**src/logic/spi_pin_sync.sv**
```systemverilog
// brings the spi pins into the w_clk domain
// sclk edges come out as one-cycle strobes, 3 cycles after the pin edge,
// and only while chip select is low
module spi_pin_sync (
    input  logic w_clk,
    input  logic i_nrst,
    input  logic i_csn,
    input  logic i_sclk,
    input  logic i_mosi,
    output logic o_csn,
    output logic o_mosi,
    output logic o_sclk_rise,
    output logic o_sclk_fall
);

    logic [1:0] csn_s;
    logic [1:0] mosi_s;
    logic [2:0] sclk_s;  // third stage for edge detect

    always_ff @(posedge w_clk or negedge i_nrst) begin
        if (!i_nrst) begin
            csn_s       <= 2'b11;  // deselected
            mosi_s      <= 2'b00;
            sclk_s      <= 3'b000;  // mode 0 idles low
            o_sclk_rise <= 1'b0;
            o_sclk_fall <= 1'b0;
        end else begin
            csn_s  <= {csn_s[0], i_csn};
            mosi_s <= {mosi_s[0], i_mosi};
            sclk_s <= {sclk_s[1:0], i_sclk};
            o_sclk_rise <= sclk_s[1] & ~sclk_s[2] & ~csn_s[1];
            o_sclk_fall <= ~sclk_s[1] & sclk_s[2] & ~csn_s[1];
        end
    end

    assign o_csn  = csn_s[1];
    assign o_mosi = mosi_s[1];

endmodule

```
**config.mk**
```make
export PLATFORM = sky130hd
export DESIGN_NAME = spi_pin_sync
export DESIGN_NICKNAME = d
export VERILOG_FILES = /design/src/logic/spi_pin_sync.sv
export SDC_FILE = /design/constraint.sdc
export NUM_CORES = 1
export LEC_CHECK = 0
export ABC_AREA = 1
export BUFFER_PORTS_ARGS = -buffer_cell sky130_fd_sc_hd__buf_2
export CORE_AREA = 2 2 39 41
export DETAILED_ROUTE_END_ITERATION = 16
export DIE_AREA = 0 0 41 43
export GPL_ROUTABILITY_DRIVEN = 0
export GPL_TIMING_DRIVEN = 0
export PLACE_DENSITY = 0.41
export SYNTH_ARGS = -nofsm -noshare
export SYNTH_HDL_FRONTEND = slang
export SYNTH_SLANG_ARGS = --single-unit
```
**constraint.sdc**
```tcl
create_clock -name w_clk -period 0.9 [get_ports w_clk]
set_clock_uncertainty 0.15 [all_clocks]
set_input_delay 0.135 -clock w_clk [delete_from_list [all_inputs] [get_ports w_clk]]
set_output_delay 0.135 -clock w_clk [all_outputs]
set_load 0.1 [all_outputs]
```
---- Yosys cells after proc, flatten, opt, wreduce, memory -nomap -nowiden ----
Index checks and enable logic that the tools add are counted.
Widths: inputs -> output; s select.
word-level totals
  bits in registers ....................... 9
  latch bits .............................. 0
  RAM bits ................................ 0
  ROM bits ................................ 0
  input bits .............................. 5
  output and inout bits ................... 4
  logic and storage cells ................. 12
  memories ................................ 0
operators by class
  add/subtract/negate cells ............... 0
  multipliers ............................. 0
  div/mod/pow operators ................... 0
  magnitude comparators ................... 0
  equal/unequal tests ..................... 0
  shifts and indexed selects .............. 0
  mux-type cells .......................... 0
  bitwise logic cells ..................... 7
  reduce and logical (&&, ||, !) cells .... 0
operators by type and width
  operator     count
  $and 1x1->1  4
  $not 1->1    3

---- Depth between registers and ports, before layout ----
  depth after elaboration ................. 3
  gate-level depth with buffers ........... 3
  depth with buffers taken out ............ 3

---- Least setup slack after synthesis ----
No wires, ideal clock.
  path kind ............................... register -> register
  start point ............................. register csn_s[1]
  end point ............................... register o_sclk_fall
  library setup time ...................... 142 ps
  data arrival time ....................... 930 ps
  required time ........................... 608 ps
  path slack .............................. -322 ps
  stages on the path, launching flop included .. 2
  path buffers ............................ 0
  clock period less this slack ............ 1222 ps
  path through ............................ dfstp_2 > nor2_1
on the way
  longest elaborated chain between the ends .. 2
RTL lines
  element                 line  RTL
  from (decl)             16    logic [1:0] csn_s;
  from (signal assigned)  28    csn_s <= {csn_s[0], i_csn};
  $not 1->1               32    o_sclk_fall <= ~sclk_s[1] & sclk_s[2] & ~csn_s[1];
  $and 1x1->1             32
  to (signal assigned)    32
  to (decl)               13    output logic o_sclk_fall
No other way between the ends.

---- Worst setup path after layout ----
  start point ............................. register csn_s[1]
  end point ............................... output o_csn
RTL lines
  element    line  RTL
  to (decl)  10    output logic o_csn,
No word-level cell between the ends.

==> summary.md <==
| Metric | Value |
|---|---|
| Syn Nets | `20` |
| Post-DP HPWL | `251 um` |
| Buf+Inv Stages, Crit Path | `1` |
| Slew HR | `0.871` |
| First-pass DRT Iterations | `1` |
| Layout Cells excl Fill | `49` |
| Dpl cell area | `325 um2` |
| Vert. Die Dim | `43 um` |
| CP required | `0.61 ns` |
| Placed instance count | `39` |
| Largest family of logic cells by synthesized area | `simple AND/OR/NAND/NOR gates` |
| DR WL/cell | `7.84 um` |
| Crit path DAT | `1.05 ns` |
| CP Max Fanout | `2` |
| Sw power | `0.221 mW` |
| First-pass GRT wire length | `648 um` |
| Area Overhead vs Synth | `88.0%` |
| Avg Synthesized Cell Area | `16.7 um2` |
| Synth Area in XOR/XNOR | `0` |
| CP top delay family | `flip-flops` |
| Worst Slack Setup Final | `-0.437 ns` |
| Vias in the first global route | `171` |
| Clock latency at the later pin of the worst-skew pair | `0.25 ns` |
| Vias per std cell | `3.33` |
| TritonCTS clock tree | `yes` |
| Sinks on Clock Net | `9` |
| Ant diodes | `0` |
| Clock Power Share | `0.341` |
| CP Cell Sequence | `buf_12` |
| Number of synthesized register bits | `9` |
| Total GRT Usage | `0.0701` |
| Sequential share of power | `0.504` |
| Largest net degree at the start of global routing | `10` |
| Mux cell area share after synthesis | `0` |
| Final WL | `384 um` |
| Die ar. | `1760 um2` |
| Register area share after synthesis | `0.910` |
| Rows | `14` |
| IO Port Bufs | `8` |
| Internal Power | `0.660 mW` |
| Gate power share | `0.155` |
| Violated checks | `negative setup slack` |
| Share of cells above drive strength 1 | `0.545` |
| DP Worst Slack | `-0.409 ns` |
| Setup violators final | `6` |
| Crit share post-route | `1.49` |
| Nets | `39` |
| Max clock buf depth | `2` |
| Final std cell area, no fill | `470 um2` |
| Slew Limit Fails | `0` |
| Remaining antenna violation count | `0` |
| Final worst path period need | `1.34 ns` |
| Cell Pwr Density | `1870 nW/um2` |
| Leak pwr | `0.215 nW` |
| H-Tree Depth | `1` |
| IO Pins | `9` |
| Number of distinct library cells after synthesis | `5` |
| Antenna violations before repair | `0` |
| Compound-Gate Fraction of Synth Area | `0` |
| Ys Warns | `0` |
| DRT iter0 DRCs | `0` |
| Total of max-cap violations | `0` |
| R2r setup slk | `-0.20 ns` |
| Switch share | `0.251` |
| Worst Setup Start Kind | `flop` |
| TNS Setup | `-1.69 ns` |
| Synth Area in Adders | `0` |
| Peak supply drop | `0.567 mV` |
| Slowest cell on crit path | `dfstp_4` |
| Starting density of the core | `0.181` |
| Outcome | `finished with violations` |
| Die W | `41 um` |
| Unrepaired setup endpoints after global routing | `true` |
| Cell count after synthesis | `15` |
| Core area | `1380 um2` |
| Total Power | `0.881 mW` |
| DRC | `0` |
| Final hold viol count | `0` |
| Number of buffers created by CTS | `3` |
| Hold crit path type | `in -> async` |
| Total gr overflow | `0` |
| Most frequent cells in the layout | `dlygate4sd3_1 (4), buf_2 (4), dfrtp_1 (4), buf_12 (4)` |
| Fmax | `0.748 GHz` |
| Total number of vias | `163` |
| Crit Path Class | `reg -> out` |
| Clock-pin slew on the worst setup and hold paths | `0.06 ns` |
| Clock Tree Root | `clkbuf_4` |
| Slew @ Worst Pin | `0.193 ns` |
| Post-Syn Area | `250 um2` |
| CP peak stage delay | `0.63 ns` |
| Worst Setup End Kind | `output port` |
| Simple-Gate Fraction of Synth Area | `0.0600` |
-- synthesized netlist by cell type --
library cell / n / share of area
dfrtp_1: 7 / 0.70
dfstp_2: 2 / 0.21
inv_1: 2 / 0.030
nand2_1: 2 / 0.030
nor2_1: 2 / 0.030
-- repair_timing --
item / CTS / global route
setup buffers: 1 / 1
gates resized for setup: 16 / 1
hold endpoints to repair: 12 / 0
endpoints found under the setup margin: 6 / 6
hold buffers: 4 / 0
-- registers in the layout, summed over array words and instances (netlist names) --
signal	cells
o_sclk_fall	1
o_sclk_rise	1
csn_s	2
mosi_s	2
sclk_s	3
-- layer usage --
| metal | GRT usage | share of wire | vias up |
|---|---|---|---|
| met3 | 0.0785 | 0.096 | 2 |
| met2 | 0.0906 | 0.51 | 10 |
| met4 | 0.0800 | 0.018 | 0 |
| li1 | - | - | 80 |
| met1 | 0.0433 | 0.37 | 71 |
| met5 | 0 | 0 | - |
-- final timing paths --
path | cells after the start | to | start
worst max-delay path | 1 | o_csn | csn_s[1]$_DFF_PN1_
max in group asynchronous | 2 | csn_s[0]$_DFF_PN1_ | i_nrst
min in group w_clk | 0 | mosi_s[1]$_DFF_PN0_ | mosi_s[0]$_DFF_PN0_
worst max register to register | 3 | o_sclk_rise$_DFF_PN0_ | csn_s[1]$_DFF_PN1_
worst min register to register | 0 | mosi_s[1]$_DFF_PN0_ | mosi_s[0]$_DFF_PN0_
worst min-delay path | 2 | o_sclk_fall$_DFF_PN0_ | i_nrst
-- cell families after synthesis --
| kind of cell | after synthesis |
|---|---|
| buffers and inverters | 2 |
| flip-flops | 9 |
| AND/OR/NAND/NOR | 4 |
-- metrics by stage --
step / utilization / hold WS, ns
after floorplan: - / -0.311
after global placement: 0.235 / -0.161
after detailed placement: 0.235 / -0.154
after CTS: 0.332 / 0.111
after global routing: 0.340 / 0.109
final: 0.340 / 0.107
-- cell type report --
class	count	area [um2]
clock buffer	4	26.3
multi-input combinational	4	15.0
tap	16	20.0
sequential	9	243
inverter	2	7.51
timing repair buffer	14	159
fill	136	913
-- power groups by stage --
stage	sequential, mW	combinational (mW)	clock, mW
floorplan	0.508	0.00462	0
global placement	0.446	0.0889	0
detailed placement	0.448	0.0899	0
CTS	0.445	0.133	0.321
global route	0.446	0.143	0.352
finish	0.444	0.137	0.300
Note: power is estimated with default switching activity, not from simulation.
