==> src/logic/spi_dev_pkg.sv <==
// shared types and constants for the spi device-test block
// frame layout, register map indices and the request/response structs
// between the frame engine and the register block
package spi_dev_pkg;

    // widths with a meaning
    typedef logic [31:0] data_t;     // register data word
    typedef logic [5:0]  reg_idx_t;  // word index into the register map
    typedef logic [15:0] gpio_t;     // one bit per gpio pin
    typedef logic [5:0]  bit_cnt_t;  // counts 0..FRAME_BITS

    // first byte of every frame, msb first
    typedef struct packed {
        logic     write;  // bit 7
        logic     rsvd;   // bit 6, ignored
        reg_idx_t idx;    // bits 5..0
    } cmd_t;

    typedef struct packed {
        logic     valid;
        logic     write;
        reg_idx_t idx;
        data_t    wdata;
    } reg_req_t;

    typedef struct packed {
        logic  valid;
        data_t rdata;
    } reg_resp_t;

    typedef enum logic [1:0] {
        ST_IDLE,
        ST_CMD,
        ST_DATA
    } frame_state_t;

    localparam int FRAME_BITS = 40;  // command byte + data word
    localparam int CMD_BITS   = 8;

    localparam data_t HW_ID = 32'hcafecafe;

    // register map
    localparam reg_idx_t IDX_HWID      = 6'd0;
    localparam reg_idx_t IDX_SCRATCH0  = 6'd1;
    localparam reg_idx_t IDX_SCRATCH1  = 6'd2;
    localparam reg_idx_t IDX_SCRATCH2  = 6'd3;
    localparam reg_idx_t IDX_UART_CTRL = 6'd4;
    localparam reg_idx_t IDX_GPIO      = 6'd5;
    localparam reg_idx_t IDX_GPIO_DIR  = 6'd6;

endpackage

==> src/logic/spi_frame_engine.sv <==
// spi slave frame engine, mode 0, msb first
// a frame is a command byte followed by a 32-bit data word; reads are
// requested right after the command byte, writes after the last bit.
// works only on the sclk strobes coming from the pin synchronizer
module spi_frame_engine (
    input  logic                  w_clk,
    input  logic                  i_nrst,
    input  logic                  i_csn,
    input  logic                  i_mosi,
    input  logic                  i_sclk_rise,
    input  logic                  i_sclk_fall,
    output logic                  o_miso,
    output spi_dev_pkg::reg_req_t o_req,
    input  spi_dev_pkg::reg_resp_t i_resp
);

    spi_dev_pkg::frame_state_t state;
    spi_dev_pkg::bit_cnt_t     bit_cnt;
    spi_dev_pkg::cmd_t         cmd_q;
    spi_dev_pkg::data_t        shift_in;
    spi_dev_pkg::data_t        shift_out;
    logic                      req_valid;
    logic                      miso_q;
    logic                      cmd_done;
    logic                      frame_done;

    // last bit of the command byte / of the frame on this rising strobe
    assign cmd_done = (state == spi_dev_pkg::ST_CMD) && i_sclk_rise &&
                      (bit_cnt == spi_dev_pkg::bit_cnt_t'(spi_dev_pkg::CMD_BITS - 1));
    assign frame_done = (state == spi_dev_pkg::ST_DATA) && i_sclk_rise &&
                        (bit_cnt == spi_dev_pkg::bit_cnt_t'(spi_dev_pkg::FRAME_BITS - 1));

    always_ff @(posedge w_clk or negedge i_nrst) begin
        if (!i_nrst) begin
            state     <= spi_dev_pkg::ST_IDLE;
            bit_cnt   <= '0;
            req_valid <= 1'b0;
            miso_q    <= 1'b0;
        end else begin
            req_valid <= 1'b0;  // one-cycle strobe
            if (i_csn) begin
                // deselect drops whatever is in flight
                state   <= spi_dev_pkg::ST_IDLE;
                bit_cnt <= '0;
                miso_q  <= 1'b0;
            end else begin
                case (state)
                    spi_dev_pkg::ST_IDLE: begin
                        state   <= spi_dev_pkg::ST_CMD;
                        bit_cnt <= '0;
                    end
                    spi_dev_pkg::ST_CMD: begin
                        if (i_sclk_rise) begin
                            bit_cnt <= bit_cnt + 1'b1;
                        end
                        if (cmd_done) begin
                            state     <= spi_dev_pkg::ST_DATA;
                            req_valid <= ~shift_in[6];  // write flag went in first
                        end
                    end
                    spi_dev_pkg::ST_DATA: begin
                        // counter stops at the frame end, extra clocks ignored
                        if (i_sclk_rise &&
                            bit_cnt != spi_dev_pkg::bit_cnt_t'(spi_dev_pkg::FRAME_BITS)) begin
                            bit_cnt <= bit_cnt + 1'b1;
                        end
                        if (frame_done) begin
                            req_valid <= cmd_q.write;
                        end
                        if (i_sclk_fall) begin
                            miso_q <= shift_out[31];
                        end
                    end
                    default: begin
                        state <= spi_dev_pkg::ST_IDLE;
                    end
                endcase
            end
        end
    end

    // data path
    always_ff @(posedge w_clk) begin
        if (i_sclk_rise) begin
            shift_in <= {shift_in[30:0], i_mosi};
        end
        if (cmd_done) begin
            cmd_q <= {shift_in[6:0], i_mosi};
        end
        if (i_resp.valid) begin
            shift_out <= i_resp.rdata;  // lands before the next falling strobe
        end else if (state == spi_dev_pkg::ST_DATA && i_sclk_fall) begin
            shift_out <= {shift_out[30:0], 1'b0};
        end
    end

    // wdata is the full word on the cycle after the 40th bit
    assign o_req = '{valid: req_valid,
                     write: cmd_q.write,
                     idx:   cmd_q.idx,
                     wdata: shift_in};

    assign o_miso = miso_q;

endmodule

==> config.mk <==
export PLATFORM = sky130hd
export DESIGN_NAME = spi_frame_engine
export DESIGN_NICKNAME = d
export VERILOG_FILES = /design/src/logic/spi_dev_pkg.sv /design/src/logic/spi_frame_engine.sv
export SDC_FILE = /design/constraint.sdc
export NUM_CORES = 1
export LEC_CHECK = 0
export BUFFER_PORTS_ARGS = -buffer_cell sky130_fd_sc_hd__buf_2
export CAP_MARGIN = 20
export CORE_MARGIN = 3
export CORE_UTILIZATION = 37
export DETAILED_ROUTE_END_ITERATION = 8
export PLACE_DENSITY = 0.58
export SKIP_CTS_REPAIR_TIMING = 1
export SLEW_MARGIN = 15
export SYNTH_ARGS = -nofsm -noshare
export SYNTH_HDL_FRONTEND = slang
export SYNTH_SLANG_ARGS = --single-unit
export TNS_END_PERCENT = 30
==> constraint.sdc <==
create_clock -name w_clk -period 3.2 [get_ports w_clk]
set_clock_uncertainty 0.15 [all_clocks]
set_input_delay 0.64 -clock w_clk [delete_from_list [all_inputs] [get_ports w_clk]]
set_output_delay 0.64 -clock w_clk [all_outputs]
set_load 0.03 [all_outputs]
# After elaboration in Yosys (flattened, before gate mapping)
# Index checks and enable logic that the tools add are counted.
dict set report op_classes {
  addsub 1
  eq_ne 9
  n_mux 16
  bitwise_logic 1
  n_reduce_logical 14
}
# cell n
set op_table {}
lappend op_table {{2-to-1 mux 32 bit} 2}
lappend op_table {{2-to-1 mux 6 bit} 3}
lappend op_table {{one-hot mux 6 bit (3 select lines)} 1}
lappend op_table {{!= test 3 bit, second input constant} 3}
lappend op_table {{adder 6 x 1 -> 6 bit, second input constant} 1}
lappend op_table {{equality test 6 x 3 -> 1 bit, second input constant} 1}
lappend op_table {{equality test 6 bit, second input constant} 1}
lappend op_table {{logical AND 1 bit} 6}
lappend op_table {{2-to-1 mux 1 bit} 6}
lappend op_table {{!= test 6 bit, second input constant} 1}
lappend op_table {{one-hot mux 2 bit (3 select lines)} 1}
lappend op_table {{nonzero test 2 bit} 3}
lappend op_table {{2-to-1 mux 2 bit} 2}
lappend op_table {{AND reduction 2 bit} 2}
lappend op_table {{nonzero test 4 bit} 1}
lappend op_table {{AND reduction 3 bit} 1}
lappend op_table {{equality test 2 x 1 -> 1 bit, second input constant} 1}
lappend op_table {{equality test 2 bit, second input constant} 1}
lappend op_table {{logical NOT 2 bit} 1}
lappend op_table {{!= test 2 bit, second input constant} 1}
lappend op_table {{one-hot mux 1 bit (2 select lines)} 1}
lappend op_table {{NOT 1 bit} 1}
dict set report totals {
  regBits 81
  input_bits 39
  out_inout_bits 41
  word_cells 49
}

# Longest topological paths before layout
dict set report depth {
  word_depth 6
  ltp_mapped 7
  depth_no_buf 6
}

# Worst setup path before layout
# Ideal clock, no wire load.
dict set report synth_timing {
  path_type {input to register}
  from {input i_resp[32] in the netlist's numbering}
  to {register shift_out[0], enable pin}
  setup_ns 0.394
  t_arrival_ns 2.037
  required_time_ns 2.656
  setup_slack_ns 0.619
  stages 3
  n_path_buf 2
  path_cell_list {clkbuf_1 -> clkbuf_1 -> nand2b_1}
}
dict set report synth_between {
  elab_chain_len 1
}
# item line
set synth_lines {}
lappend synth_lines {{start, declared} spi_frame_engine.sv:14} ;# input spi_dev_pkg::reg_resp_t i_resp
lappend synth_lines {{nonzero test 2 bit (no line)} n/a}
lappend synth_lines {{end signal, assigned} spi_frame_engine.sv:91} ;# shift_out <= i_resp.rdata;
lappend synth_lines {{end signal, assigned} spi_frame_engine.sv:93} ;# shift_out <= {shift_out[30:0], 1'b0};
lappend synth_lines {{end, declared} spi_frame_engine.sv:21} ;# spi_dev_pkg::data_t shift_out;
# No other way between the ends.
# A chain may end at the register's enable or synchronous reset.

# Worst setup path after layout
dict set report layout_timing {
  from {register state[0]}
  to {register bit_cnt[2]}
}
dict set report layout_between {
  elab_chain_len 3
  word_cells_on_any_way 9
  classes_between {4 x eq/ne; 2 x mux; 3 x reduce/logical}
}
# item line
set layout_lines {}
lappend layout_lines {{start, declared} spi_frame_engine.sv:17} ;# spi_dev_pkg::frame_state_t state;
lappend layout_lines {{start signal, assigned} spi_frame_engine.sv:35} ;# state <= spi_dev_pkg::ST_IDLE;
lappend layout_lines {{start signal, assigned} spi_frame_engine.sv:43} ;# state <= spi_dev_pkg::ST_IDLE;
lappend layout_lines {{start signal, assigned} spi_frame_engine.sv:49} ;# state <= spi_dev_pkg::ST_CMD;
lappend layout_lines {{equality test 2 bit, or another cell as far along} spi_frame_engine.sv:47} ;# case (state)
lappend layout_lines {{!= test 3 bit (no line), or another cell as far along} n/a}
lappend layout_lines {{AND reduction 3 bit (no line) / 2-to-1 mux 6 bit (equally long branches)} n/a}
lappend layout_lines {{end signal, assigned} spi_frame_engine.sv:54} ;# bit_cnt <= bit_cnt + 1'b1;
lappend layout_lines {{end signal, assigned} spi_frame_engine.sv:65} ;# bit_cnt <= bit_cnt + 1'b1;
lappend layout_lines {{end, declared} spi_frame_engine.sv:18} ;# spi_dev_pkg::bit_cnt_t bit_cnt;
# Several ways; a longest one is shown, not always the timed one.

==> metrics.cfg <==
[setup_path]
critical-path-top-delay-family=simple AND/OR/NAND/NOR gates
crit_chain=inv_1, ha_1, or2_4, mux2i_2, or4_1, a21oi_1
r2r_start=state[0]$_DFFE_PN0P_
worstRegToRegCells=6
cp-start-kind=flop
path_class=reg -> reg
cp_max_fo=9
r2r_end=bit_cnt[2]$_DFFE_PN0P_
cp_data_arrival_time_ps=2220
cp_slowest_cell=or4_1
r2r_slack_ps=1100
path_buf_inv=1
endpoint_kind=flop
critPathMaxStageDelay_ps=520
cp.required_ps=3320

[synthesis]
ys_seq_area_frac=0.749
synthMuxAreaShare=0.121
avgSynthCellArea_um2=17.4
synth_compound_area_frac=0.0311
synth_edf_count=71
synth_adder_area_share=0.0197
syn-num-nets=227
synth_top_area_frac=0.670
synth_top_cell_by_area=edfxtp_1
synth_seq_cells=81
synthCells=183
syn_area_um2=3180
synth_cell_type_count=32
ys.flop_type=edfxtp_1
synth-xor-area-share=0
synth_top_family_by_area=multiplexers
synth-simple-area-share=0.0617
yosysWarnings=0
synthTopCellsByCount=edfxtp_1, mux2_2, dfrtp_1
yosysMostFrequentCell=edfxtp_1
async_flop_share=0.123
ys_top_cells_by_area=edfxtp_1, mux2_2, dfrtp_1, ha_1, a21oi_1

[clock_tree]
cts_tree=yes
cts-root-buf=clkbuf_8
cts.reportedPaths.clkPinSlew_ps=90
cts_buffer_depth=2
cts_made_buffers=9
cts.sinks=81
htree_levels=3
worstSkewPairLatency_ps=340

[power]
p_leak_nw=1.53
ir_worst_vdd_mv=0.278
powerDensity_nw_per_um2=601

[cells_and_area]
nNetsFinal=313
drive_above_1_share=0.485
insertedDiodeCount=0
nFillCells=756
area_growth_pct=24.3
final_util=0.477

[timing]
setup_viol=0
whs_ps=-3.53
max_freq_mhz=476
finalHoldViolations=6
fin_crit_ps=2100
finalCritPeriodShare=0.656
relSlewSlack=0.626
timing.final.max_slew_violations=0
tightestPinTransition_ps=556
tns_ps=0
grt_setup_unrepaired=false

[die]
num_rows=33
core_area_um2=8300
initial_utilization=0.383
ios=80
die_w_um=98.7
dieHeight_um=98.7
die-area_um2=9750

[detailed_routing]
met3_length_um=358
first_iter_violations=59
route.top_layer_used=met4
ant_nets=0
drc=0
drtPass1Iterations=4
met2_length_mm=2.50
wl_met1_mm=2.68
via_per_inst=4.82
drt_wl_total_mm=5.62
vias=1825
post_drt_wl_per_cell_um=14.8

[place]
dp_hpwl_mm=3.77
place_congestion=0.725
portBuffers=79

[global_route]
gr-total-overflow=0
grt_util_all_layers=0.121
grt_pass1_wl_mm=9.12
grt_max_degree=33
antenna_found_initial=0
first_global_vias=1828

[status]
status=complete, but fails checks
violations=negative hold slack

[worst_hold_path]
hp-class=in -> async

[flow_run]
max_cap_viol_count=0

[final cells by class]
| class | count | area, um^2 | area share |
|---|---|---|---|
| Sequential cell | 81 | 2380 | 0.602 |
| Multi-Input combinational cell | 89 | 742 | 0.188 |
| Timing Repair Buffer | 83 | 425 | 0.108 |
| Clock inverter | 7 | 133 | 0.0335 |
| Tap cell | 105 | 131 | 0.0332 |
| Clock buffer | 9 | 124 | 0.0313 |
| Inverter | 5 | 18.8 | 0.00474 |
[worst max path at each step]
| stage | cells after the start | to | slack (ps) | startpoint |
|---|---|---|---|---|
| 2_1_floorplan | 3 | shift_out[0]$_SDFFCE_PN0P_ | 620 | i_resp[32] |
| 3_3_place_gp | 6 | bit_cnt[2]$_DFFE_PN0P_ | 1160 | state[0]$_DFFE_PN0P_ |
| 3_5_place_dp | 6 | bit_cnt[2]$_DFFE_PN0P_ | 1110 | state[0]$_DFFE_PN0P_ |
| 4_1_cts | 6 | bit_cnt[0]$_DFFE_PN0P_ | 1100 | state[0]$_DFFE_PN0P_ |
| 5_1_grt | 5 | shift_out[20]$_DFFE_PP_ | 950 | state[0]$_DFFE_PN0P_ |
| 6_report | 6 | bit_cnt[2]$_DFFE_PN0P_ | 1100 | state[0]$_DFFE_PN0P_ |
[cell families (layout without fill, tap and decap cells)]
kind of cell	Yosys count	after routing
DFF	81	81
muxes	34	34
and+or+nand+nor	34	34
AOI/OAI and AO/OA	16	16
buffers and inverters	13	104
adders and majority gates	5	5
[power by group]
part | internal, W | switching [W]
Sequential | 0.00122 | 0.0000228
Combinational | 0.0000842 | 0.000118
Clock | 0.000533 | 0.000401
[per-layer routing]
| layer | global-route usage | vias up |
|---|---|---|
| met4 | 0.0536 | 0 |
| li1 | - | 873 |
| met5 | 0 | - |
| met2 | 0.172 | 56 |
| met1 | 0.171 | 887 |
| met3 | 0.0389 | 9 |
[registers in the layout, indices dropped and copies added (netlist names)]
| name | flops |
|---|---|
| req_valid | 1 |
| o_req | 7 |
| o_miso | 1 |
| shift_out | 32 |
| state | 2 |
| bit_cnt | 6 |
| shift_in | 32 |
[metrics by stage]
stage / worst slack (ps) / area (um^2) / std cells / power, W / hold slack [ps]
finish: 1100 / 3960 / 379 / 0.00238 / -3.53
global route: 949 / 3960 / 379 / 0.00248 / 2.33
CTS: 1100 / 3960 / 379 / 0.00241 / -12.1
detailed placement: 1110 / 3700 / 363 / 0.00147 / 282
global placement: 1160 / 3700 / 363 / 0.00147 / 275
floorplan: 619 / 3180 / 183 / 0.00139 / 194
[cells in the final DEF, fill, tap and decap left out, types with 5 or more instances in the layout]
cell,instances
a21oi_1,5
buf_2,79
clkbuf_8,9
dfrtp_1,10
edfxtp_1,71
ha_1,5
inv_1,5
mux2_2,32
nand2_1,6
nor2_1,6
o21ai_0,5
No activity file was read; power rests on OpenSTA's default activity.
