==> config.mk <==
export PLATFORM = sky130hd
export DESIGN_NAME = spi_reg_block
export DESIGN_NICKNAME = d
export VERILOG_FILES = /design/src/logic/spi_dev_pkg.sv /design/src/logic/spi_reg_block.sv
export SDC_FILE = /design/constraint.sdc
export NUM_CORES = 1
export LEC_CHECK = 0
export ABC_AREA = 0
export BUFFER_PORTS_ARGS = -buffer_cell sky130_fd_sc_hd__buf_4
export CELL_PAD_IN_SITES_DETAIL_PLACEMENT = 1
export CELL_PAD_IN_SITES_GLOBAL_PLACEMENT = 1
export CORE_MARGIN = 1.5
export CORE_UTILIZATION = 30
export CTS_CLUSTER_SIZE = 20
export DETAILED_ROUTE_END_ITERATION = 12
export PLACE_DENSITY = 0.64
export SLEW_MARGIN = 25
export SYNTH_ARGS = -nofsm -noshare
export SYNTH_HDL_FRONTEND = slang
export SYNTH_SLANG_ARGS = --single-unit
==> constraint.sdc <==
create_clock -name w_clk -period 1.66 [get_ports w_clk]
set_clock_uncertainty 0.2 [all_clocks]
set_input_delay 0.249 -clock w_clk [delete_from_list [all_inputs] [get_ports w_clk]]
set_output_delay 0.249 -clock w_clk [all_outputs]
set_load 0.005 [all_outputs]
==> src/logic/spi_dev_pkg.sv <==
// shared types and constants for the spi device-test block
// frame layout, register map indices and the request/response structs
// between the frame engine and the register block
package spi_dev_pkg;

    // widths with a meaning
    typedef logic [31:0] data_t;     // register data word
    typedef logic [5:0]  reg_idx_t;  // word index into the register map
    typedef logic [15:0] gpio_t;     // one bit per gpio pin
    typedef logic [5:0]  bit_cnt_t;  // counts 0..FRAME_BITS

    // first byte of every frame, msb first
    typedef struct packed {
        logic     write;  // bit 7
        logic     rsvd;   // bit 6, ignored
        reg_idx_t idx;    // bits 5..0
    } cmd_t;

    typedef struct packed {
        logic     valid;
        logic     write;
        reg_idx_t idx;
        data_t    wdata;
    } reg_req_t;

    typedef struct packed {
        logic  valid;
        data_t rdata;
    } reg_resp_t;

    typedef enum logic [1:0] {
        ST_IDLE,
        ST_CMD,
        ST_DATA
    } frame_state_t;

    localparam int FRAME_BITS = 40;  // command byte + data word
    localparam int CMD_BITS   = 8;

    localparam data_t HW_ID = 32'hcafecafe;

    // register map
    localparam reg_idx_t IDX_HWID      = 6'd0;
    localparam reg_idx_t IDX_SCRATCH0  = 6'd1;
    localparam reg_idx_t IDX_SCRATCH1  = 6'd2;
    localparam reg_idx_t IDX_SCRATCH2  = 6'd3;
    localparam reg_idx_t IDX_UART_CTRL = 6'd4;
    localparam reg_idx_t IDX_GPIO      = 6'd5;
    localparam reg_idx_t IDX_GPIO_DIR  = 6'd6;

endpackage

==> src/logic/spi_reg_block.sv <==
// register map served by the spi frame engine
// answers every request on the next cycle with the value held before the
// write; unmapped indices read as zero and drop writes
module spi_reg_block (
    input  logic                   w_clk,
    input  logic                   i_nrst,
    input  spi_dev_pkg::reg_req_t  i_req,
    output spi_dev_pkg::reg_resp_t o_resp,
    input  spi_dev_pkg::gpio_t     i_gpio_in,
    output spi_dev_pkg::gpio_t     o_gpio_out,
    output spi_dev_pkg::gpio_t     o_gpio_dir,
    output logic                   o_uart_loopback_ena
);

    spi_dev_pkg::data_t scratch0;
    spi_dev_pkg::data_t scratch1;
    spi_dev_pkg::data_t scratch2;
    spi_dev_pkg::gpio_t gpio_out;
    spi_dev_pkg::gpio_t gpio_dir;  // 1 = output
    logic               loopback;
    logic               resp_valid;
    spi_dev_pkg::data_t resp_rdata;
    spi_dev_pkg::data_t rdata;
    logic               wr_en;

    assign wr_en = i_req.valid & i_req.write;

    // read decode
    always_comb begin
        rdata = '0;
        case (i_req.idx)
            spi_dev_pkg::IDX_HWID:      rdata = spi_dev_pkg::HW_ID;
            spi_dev_pkg::IDX_SCRATCH0:  rdata = scratch0;
            spi_dev_pkg::IDX_SCRATCH1:  rdata = scratch1;
            spi_dev_pkg::IDX_SCRATCH2:  rdata = scratch2;
            spi_dev_pkg::IDX_UART_CTRL: rdata[0] = loopback;
            spi_dev_pkg::IDX_GPIO:      rdata[15:0] = i_gpio_in;  // pin levels, not gpio_out
            spi_dev_pkg::IDX_GPIO_DIR:  rdata[15:0] = gpio_dir;
            default:                    rdata = '0;
        endcase
    end

    always_ff @(posedge w_clk or negedge i_nrst) begin
        if (!i_nrst) begin
            scratch0   <= '0;
            scratch1   <= '0;
            scratch2   <= '0;
            gpio_out   <= '0;
            gpio_dir   <= '0;  // all pins inputs
            loopback   <= 1'b0;
            resp_valid <= 1'b0;
        end else begin
            resp_valid <= i_req.valid;
            if (wr_en) begin
                case (i_req.idx)
                    spi_dev_pkg::IDX_SCRATCH0:  scratch0 <= i_req.wdata;
                    spi_dev_pkg::IDX_SCRATCH1:  scratch1 <= i_req.wdata;
                    spi_dev_pkg::IDX_SCRATCH2:  scratch2 <= i_req.wdata;
                    spi_dev_pkg::IDX_UART_CTRL: loopback <= i_req.wdata[0];
                    spi_dev_pkg::IDX_GPIO:      gpio_out <= i_req.wdata[15:0];
                    spi_dev_pkg::IDX_GPIO_DIR:  gpio_dir <= i_req.wdata[15:0];
                    default: begin
                        // hwid and unmapped: nothing to write
                    end
                endcase
            end
        end
    end

    always_ff @(posedge w_clk) begin
        if (i_req.valid) begin
            resp_rdata <= rdata;
        end
    end

    assign o_resp = '{valid: resp_valid, rdata: resp_rdata};

    assign o_gpio_out          = gpio_out;
    assign o_gpio_dir          = gpio_dir;
    assign o_uart_loopback_ena = loopback;

endmodule

Word-level counts from Yosys, hierarchy flattened
Cells that the tools add are included.
Widths: inputs -> output; s select.
{"block": "word_totals", "in_bits": 58, "reg_bits": 162, "output_inout_bits": 66, "elab_cells": 25}
{"block": "op_classes", "n_mux": 3, "reduce_logical": 7, "n_eq_ne": 6, "bitwise": 1}
{"cell": "$pmux 15 s6", "n": 1}
{"cell": "$pmux 16 s4", "n": 1}
{"cell": "$eq 6x3->1 const B", "n": 3}
{"cell": "$eq 6x2->1 const B", "n": 2}
{"cell": "$reduce_and 2->1", "n": 6}
{"cell": "$eq 6x1->1 const B", "n": 1}
{"cell": "$logic_not 6->1", "n": 1}
{"cell": "$pmux 1 s6", "n": 1}
{"cell": "$and 1x1->1", "n": 1}

Logic depth before layout (Yosys ltp)
{"block": "depth", "ltp_word": 2, "ltp_mapped": 6, "mapped_depth_nobuf": 3}

Least setup slack after synthesis
No wires, ideal clock.
{"block": "synth_timing", "path_kind": "input port to flip-flop", "start": "input port i_req[37] (netlist name)", "end": "register gpio_dir[10], in the netlist o_gpio_dir[10]", "arrival_ns": 1.711, "path_buffers": 2, "cell_stages": 5, "slack_ns": -0.376, "required_ns": 1.335, "setup_time_ns": 0.125, "path_cell_list": "or4b_4 -> buf_6 -> nor3_4 -> buf_12 -> mux2_4"}
{"block": "synth_via", "elab_chain_cells": 2}
{"element": "start: declaration", "line_no": "spi_reg_block.sv:7", "rtl": "input spi_dev_pkg::reg_req_t i_req,"}
{"element": "$eq 6x3->1", "line_no": "spi_reg_block.sv:55", "rtl": "case (i_req.idx)"}
{"element": "$reduce_and 2->1 (no source line)"}
{"element": "end signal: assignment", "line_no": "spi_reg_block.sv:61", "rtl": "spi_dev_pkg::IDX_GPIO_DIR: gpio_dir <= i_req.wdata[15:0];"}
{"element": "end: declaration", "line_no": "spi_reg_block.sv:19", "rtl": "spi_dev_pkg::gpio_t gpio_dir;"}
Every way passes these cells.
A chain may end at the register's enable or synchronous reset.

Worst setup path after layout
{"block": "layout_timing", "start": "input port i_req[34] (netlist name)", "end": "register scratch0[13]"}
{"block": "layout_via", "elab_chain_cells": 2}
{"element": "$eq 6x1->1", "line_no": "spi_reg_block.sv:55"}
{"element": "$reduce_and 2->1 (no source line)"}
{"element": "end signal: assignment", "line_no": "spi_reg_block.sv:56", "rtl": "spi_dev_pkg::IDX_SCRATCH0: scratch0 <= i_req.wdata;"}
{"element": "end: declaration", "line_no": "spi_reg_block.sv:15", "rtl": "spi_dev_pkg::data_t scratch0;"}
Every way passes these cells.

==> run_results.csv <==
group,metric,value,unit
worst_setup_path,endpoint_kind,"flip-flop",
timing,setup_total_negative_slack,-3.34,ns
timing,fin_ws,-0.0858,ns
worst_setup_path,crit_required,1.77,ns
worst_setup_path,path_type_of_the_worst_setup_path,"primary input to flip-flop",
clock_network,clock_tree.root_cell,"sky130_fd_sc_hd__clkbuf_16",
power_and_ir_drop,power_density,950,nW/um2
die,die_x,158,um
synthesis,post_synth.cell_area_avg,14.8,um2
synthesis,post_synth_instance_area,7190,um2
placement,place_congestion,0.786,
grt,grt_antenna_before_repair,0,
grt,grt_use_total,18.4,%
grt,global_route_wire_length_before_repair,33.8,mm
timing,max-slew-margin-rel,64.3,%
placement,place_hpwl,13.8,mm
hold_path,worst_hold_path.num_cells,3,
synthesis,synth_enable_flop_cells,32,
grt,largest_net_degree_at_the_start_of_global_routing,47,
synthesis,register_bit_total_from_synthesis,162,
timing,holdWs,0.0448,ns
worst_setup_path,worstPathMaxFanout,6,
synthesis,async_reset_ff_share,80.2,%
placement,place_area,8910,um2
worst_setup_path,reg2regPathDepth,2,
worst_setup_path,max_stage_delay,0.62,ns
grt,vias_in_the_first_global_route,5667,
power_and_ir_drop,vdd_drop_max,682,uV
timing,finalSetupViolations,93,
detailed_routing,drt-initial-drc-count,258,
detailed_routing,drtPass1Iterations,4,
synthesis,yosysWarningCount,0,
outcome,outcome,"finished with violations",
power_and_ir_drop,total_power_consumption_of_the_routed_design,9.91,mW
power_and_ir_drop,p_leak,4.81,nW
outcome,violations,"setup timing",
cells_and_area,fin_cells,1036,
clock_network,clkLatencyLatePin,0.43,ns
detailed_routing,routed_wl,22.2,mm
timing,tightest_slew,0.536,ns
power_and_ir_drop,share_clk_of_total_power,41.7,%
synthesis,number_of_distinct_standard_cells_referenced_by_the_synthesized_netlist,41,
clock_network,cts_tree,"done",
grt,grt_remaining_overflow,0,
synthesis,synthesis.nets,545,
job,max_cap_viols,0,
timing,fmaxAchievable,573,MHz
power_and_ir_drop,netsw,2.51,mW
placement,dp.cells,948,
placement,dpl_worst_slack,-0.597,ns
die,chipHeight,158,um
timing,post-route-min-period,1.75,ns
worst_setup_path,critPathMostFrequentCell,"sky130_fd_sc_hd__buf_6",
detailed_routing,detail_route.vias_per_cell,4.86,
die,initial_util,30.6,%
clock_network,clock_tree.buffer_depth,2,
worst_setup_path,cpMaxStageDelayCell,"sky130_fd_sc_hd__or4_4",
timing,grt_setup_unrepaired,"yes",
detailed_routing,detailroute.via_count,5030,
power_and_ir_drop,power_switching_share,25.4,%
worst_setup_path,crit_arrival,1.86,ns
synthesis,ys.flop_type,"sky130_fd_sc_hd__dfrtp_1",
cells_and_area,final_core_util,44.4,%
cells_and_area,final_design_area_no_fill,10400,um2
detailed_routing,post_drt_wl_per_cell,21.4,um
die,floorplan.rows,56,
worst_setup_path,kind_of_start_point_of_the_critical_path,"primary input",
die,die_area,24900,um2
power_and_ir_drop,sequentialPowerShare,45.8,%
detailed_routing,drc_errors,0,
power_and_ir_drop,p_int,7.39,mW
timing,hold_viol,0,
hold_path,holdCritPathClass,"primary input to flip-flop",
detailed_routing,route.antenna.remaining_nets,0,
clock_network,cts_max_level,4,
clock_network,cts_buffers,17,
power_and_ir_drop,comb_power_share,12.5,%
timing,final_max_slew_viol_count,0,
cells_and_area,finalNetCount,762,
placement,numPortBuffers,123,
cells_and_area,antenna_cells,0,
worst_setup_path,path_cells,"buf_6 -> or4_4 -> nor3_4 -> buf_6 -> buf_16 -> mux2_4",
timing,final_worst_path_cycle_share,105,%
die,design.core.area,23500,um2
synthesis,synth-seq-area-share,58.6,%
clock_network,clk_pin_slew,0.07,ns
cells_and_area,area_growth_synth_to_finish,45.0,%
clock_network,clock_sink_count,162,
die,ports_placed_on_the_boundary,124,
synthesis,number_of_instances_in_the_synthesized_netlist,487,
cells_and_area,drive_above_1_share,52.7,%
-- synthesized netlist by cell type, types with 2 or more instances --
| cell type | n | area, um2 |
|---|---|---|
| sky130_fd_sc_hd__buf_1 | 3 | 11.3 |
| sky130_fd_sc_hd__mux2_4 | 20 | 300 |
| sky130_fd_sc_hd__nor3_1 | 6 | 30.0 |
| sky130_fd_sc_hd__buf_12 | 2 | 40.0 |
| sky130_fd_sc_hd__nand2b_1 | 3 | 18.8 |
| sky130_fd_sc_hd__nand2_1 | 3 | 11.3 |
| sky130_fd_sc_hd__nand3b_1 | 3 | 22.5 |
| sky130_fd_sc_hd__dfrtp_1 | 130 | 3250 |
| sky130_fd_sc_hd__nor3_4 | 5 | 81.3 |
| sky130_fd_sc_hd__nor2_1 | 10 | 37.5 |
| sky130_fd_sc_hd__nor2b_1 | 10 | 62.6 |
| sky130_fd_sc_hd__clkbuf_1 | 14 | 52.6 |
| sky130_fd_sc_hd__edfxtp_1 | 32 | 961 |
| sky130_fd_sc_hd__mux2_2 | 112 | 1260 |
| sky130_fd_sc_hd__inv_1 | 4 | 15.0 |
| sky130_fd_sc_hd__mux2_1 | 7 | 78.8 |
| sky130_fd_sc_hd__a22oi_1 | 7 | 52.6 |
| sky130_fd_sc_hd__buf_2 | 4 | 20.0 |
| sky130_fd_sc_hd__a221oi_1 | 8 | 70.1 |
| sky130_fd_sc_hd__mux2i_1 | 24 | 240 |
| sky130_fd_sc_hd__a21oi_1 | 23 | 115 |
| sky130_fd_sc_hd__a221o_1 | 6 | 60.1 |
| sky130_fd_sc_hd__a211o_1 | 6 | 52.6 |
| sky130_fd_sc_hd__buf_6 | 10 | 113 |
| sky130_fd_sc_hd__o221ai_1 | 3 | 26.3 |
| sky130_fd_sc_hd__o21ai_0 | 14 | 70.1 |
| sky130_fd_sc_hd__nor4_1 | 3 | 18.8 |
| sky130_fd_sc_hd__and3_1 | 2 | 12.5 |
-- final cells by class --
type	instances	area (um2)
tap	319	399
inverter	4	15.0
multi-input combinational	287	3060
fill	2380	13000
clock inverter	15	185
sequential	162	4210
clock buffer	17	425
timing repair buffer	232	2130
-- power by group through the flow --
| stage | combinational, mW | clock, mW | sequential [mW] |
|---|---|---|---|
| floorplan | 0.506 | 0 | 4.56 |
| global placement | 1.05 | 0 | 4.58 |
| detailed placement | 1.09 | 0 | 4.60 |
| CTS | 1.22 | 4.22 | 4.53 |
| global route | 1.33 | 4.38 | 4.57 |
| finish | 1.23 | 4.13 | 4.54 |
-- per-layer routing --
metal / GRT usage (%) / up-vias / part of all wire [%]
li1: - / 2242 / -
met1: 23.4 / 2636 / 43
met2: 31.5 / 126 / 50
met3: 3.45 / 26 / 4.7
met4: 6.06 / 0 / 1.9
met5: 0 / - / 0
-- worst max-delay path: cells and delay by family --
| kind | cells | cell delay [ns] |
|---|---|---|
| AND/OR/NAND/NOR | 2 | 0.87 |
| multiplexers | 1 | 0.31 |
| buffers and inverters | 3 | 0.43 |
-- flip-flops by register name, summed over array words and instances (netlist names) --
signal               cells
scratch0                32
o_gpio_dir              16
resp_rdata              32
scratch2                32
o_uart_loopback_ena      1
o_gpio_out              16
resp_valid               1
scratch1                32
-- cell families (layout without fill, tap and decap cells) --
| group | Yosys count | count (layout) | synth area share, % |
|---|---|---|---|
| AND/OR/NAND/NOR | 54 | 54 | 5.13 |
| AO/OA/AOI/OAI | 70 | 70 | 6.52 |
| flip-flops | 162 | 162 | 58.6 |
| buffers and inverters | 38 | 268 | 3.60 |
| multiplexers | 163 | 163 | 26.1 |
-- worst paths after layout --
check / start / end / slack [ns]
hold reg to reg: scratch0[9]$_DFFE_PN0P_ / scratch0[9]$_DFFE_PN0P_ / 0.31
min in group asynchronous: i_nrst / o_gpio_dir[11]$_DFFE_PN0P_ / 0.07
setup / recovery: i_req[34] / scratch0[13]$_DFFE_PN0P_ / -0.09
setup reg to reg: o_gpio_dir[12]$_DFFE_PN0P_ / resp_rdata[12]$_DFFE_PP_ / 0.18
max in group asynchronous: i_nrst / scratch2[20]$_DFFE_PN0P_ / 0.61
hold / removal: i_gpio_in[3] / resp_rdata[3]$_DFFE_PP_ / 0.04
-- cell usage in the layout, fill, tap and decap left out, drive strengths merged, types with 2 or more instances in the layout --
cell         Yosys  layout
a211o            6       6
a21oi           23      23
a221o            6       6
a221oi           8       8
a22oi            7       7
and3             2       2
buf             20     195
bufinv           0       2
clkbuf          14      18
clkinvlp         0       3
dfrtp          130     130
dlygate4sd3      0      36
edfxtp          32      32
inv              4      14
mux2           139     139
mux2i           24      24
nand2            3       3
nand2b           3       3
nand3b           3       3
nor2            10      10
nor2b           10      10
nor3            11      11
nor4             3       3
o21ai           14      14
o221ai           3       3
-- repair_timing --
| item | 4_1_cts | 5_1_grt |
|---|---|---|
| resized for setup | 48 | 24 |
| endpoints found under the hold margin | 262 | 0 |
| hold buffers | 36 | 0 |
| setup endpoints to repair | 123 | 122 |
| pin swaps | 5 | 1 |
| cloned | 8 | 1 |
| buffers inserted | 12 | 3 |
No activity file was read; power rests on OpenSTA's default activity.
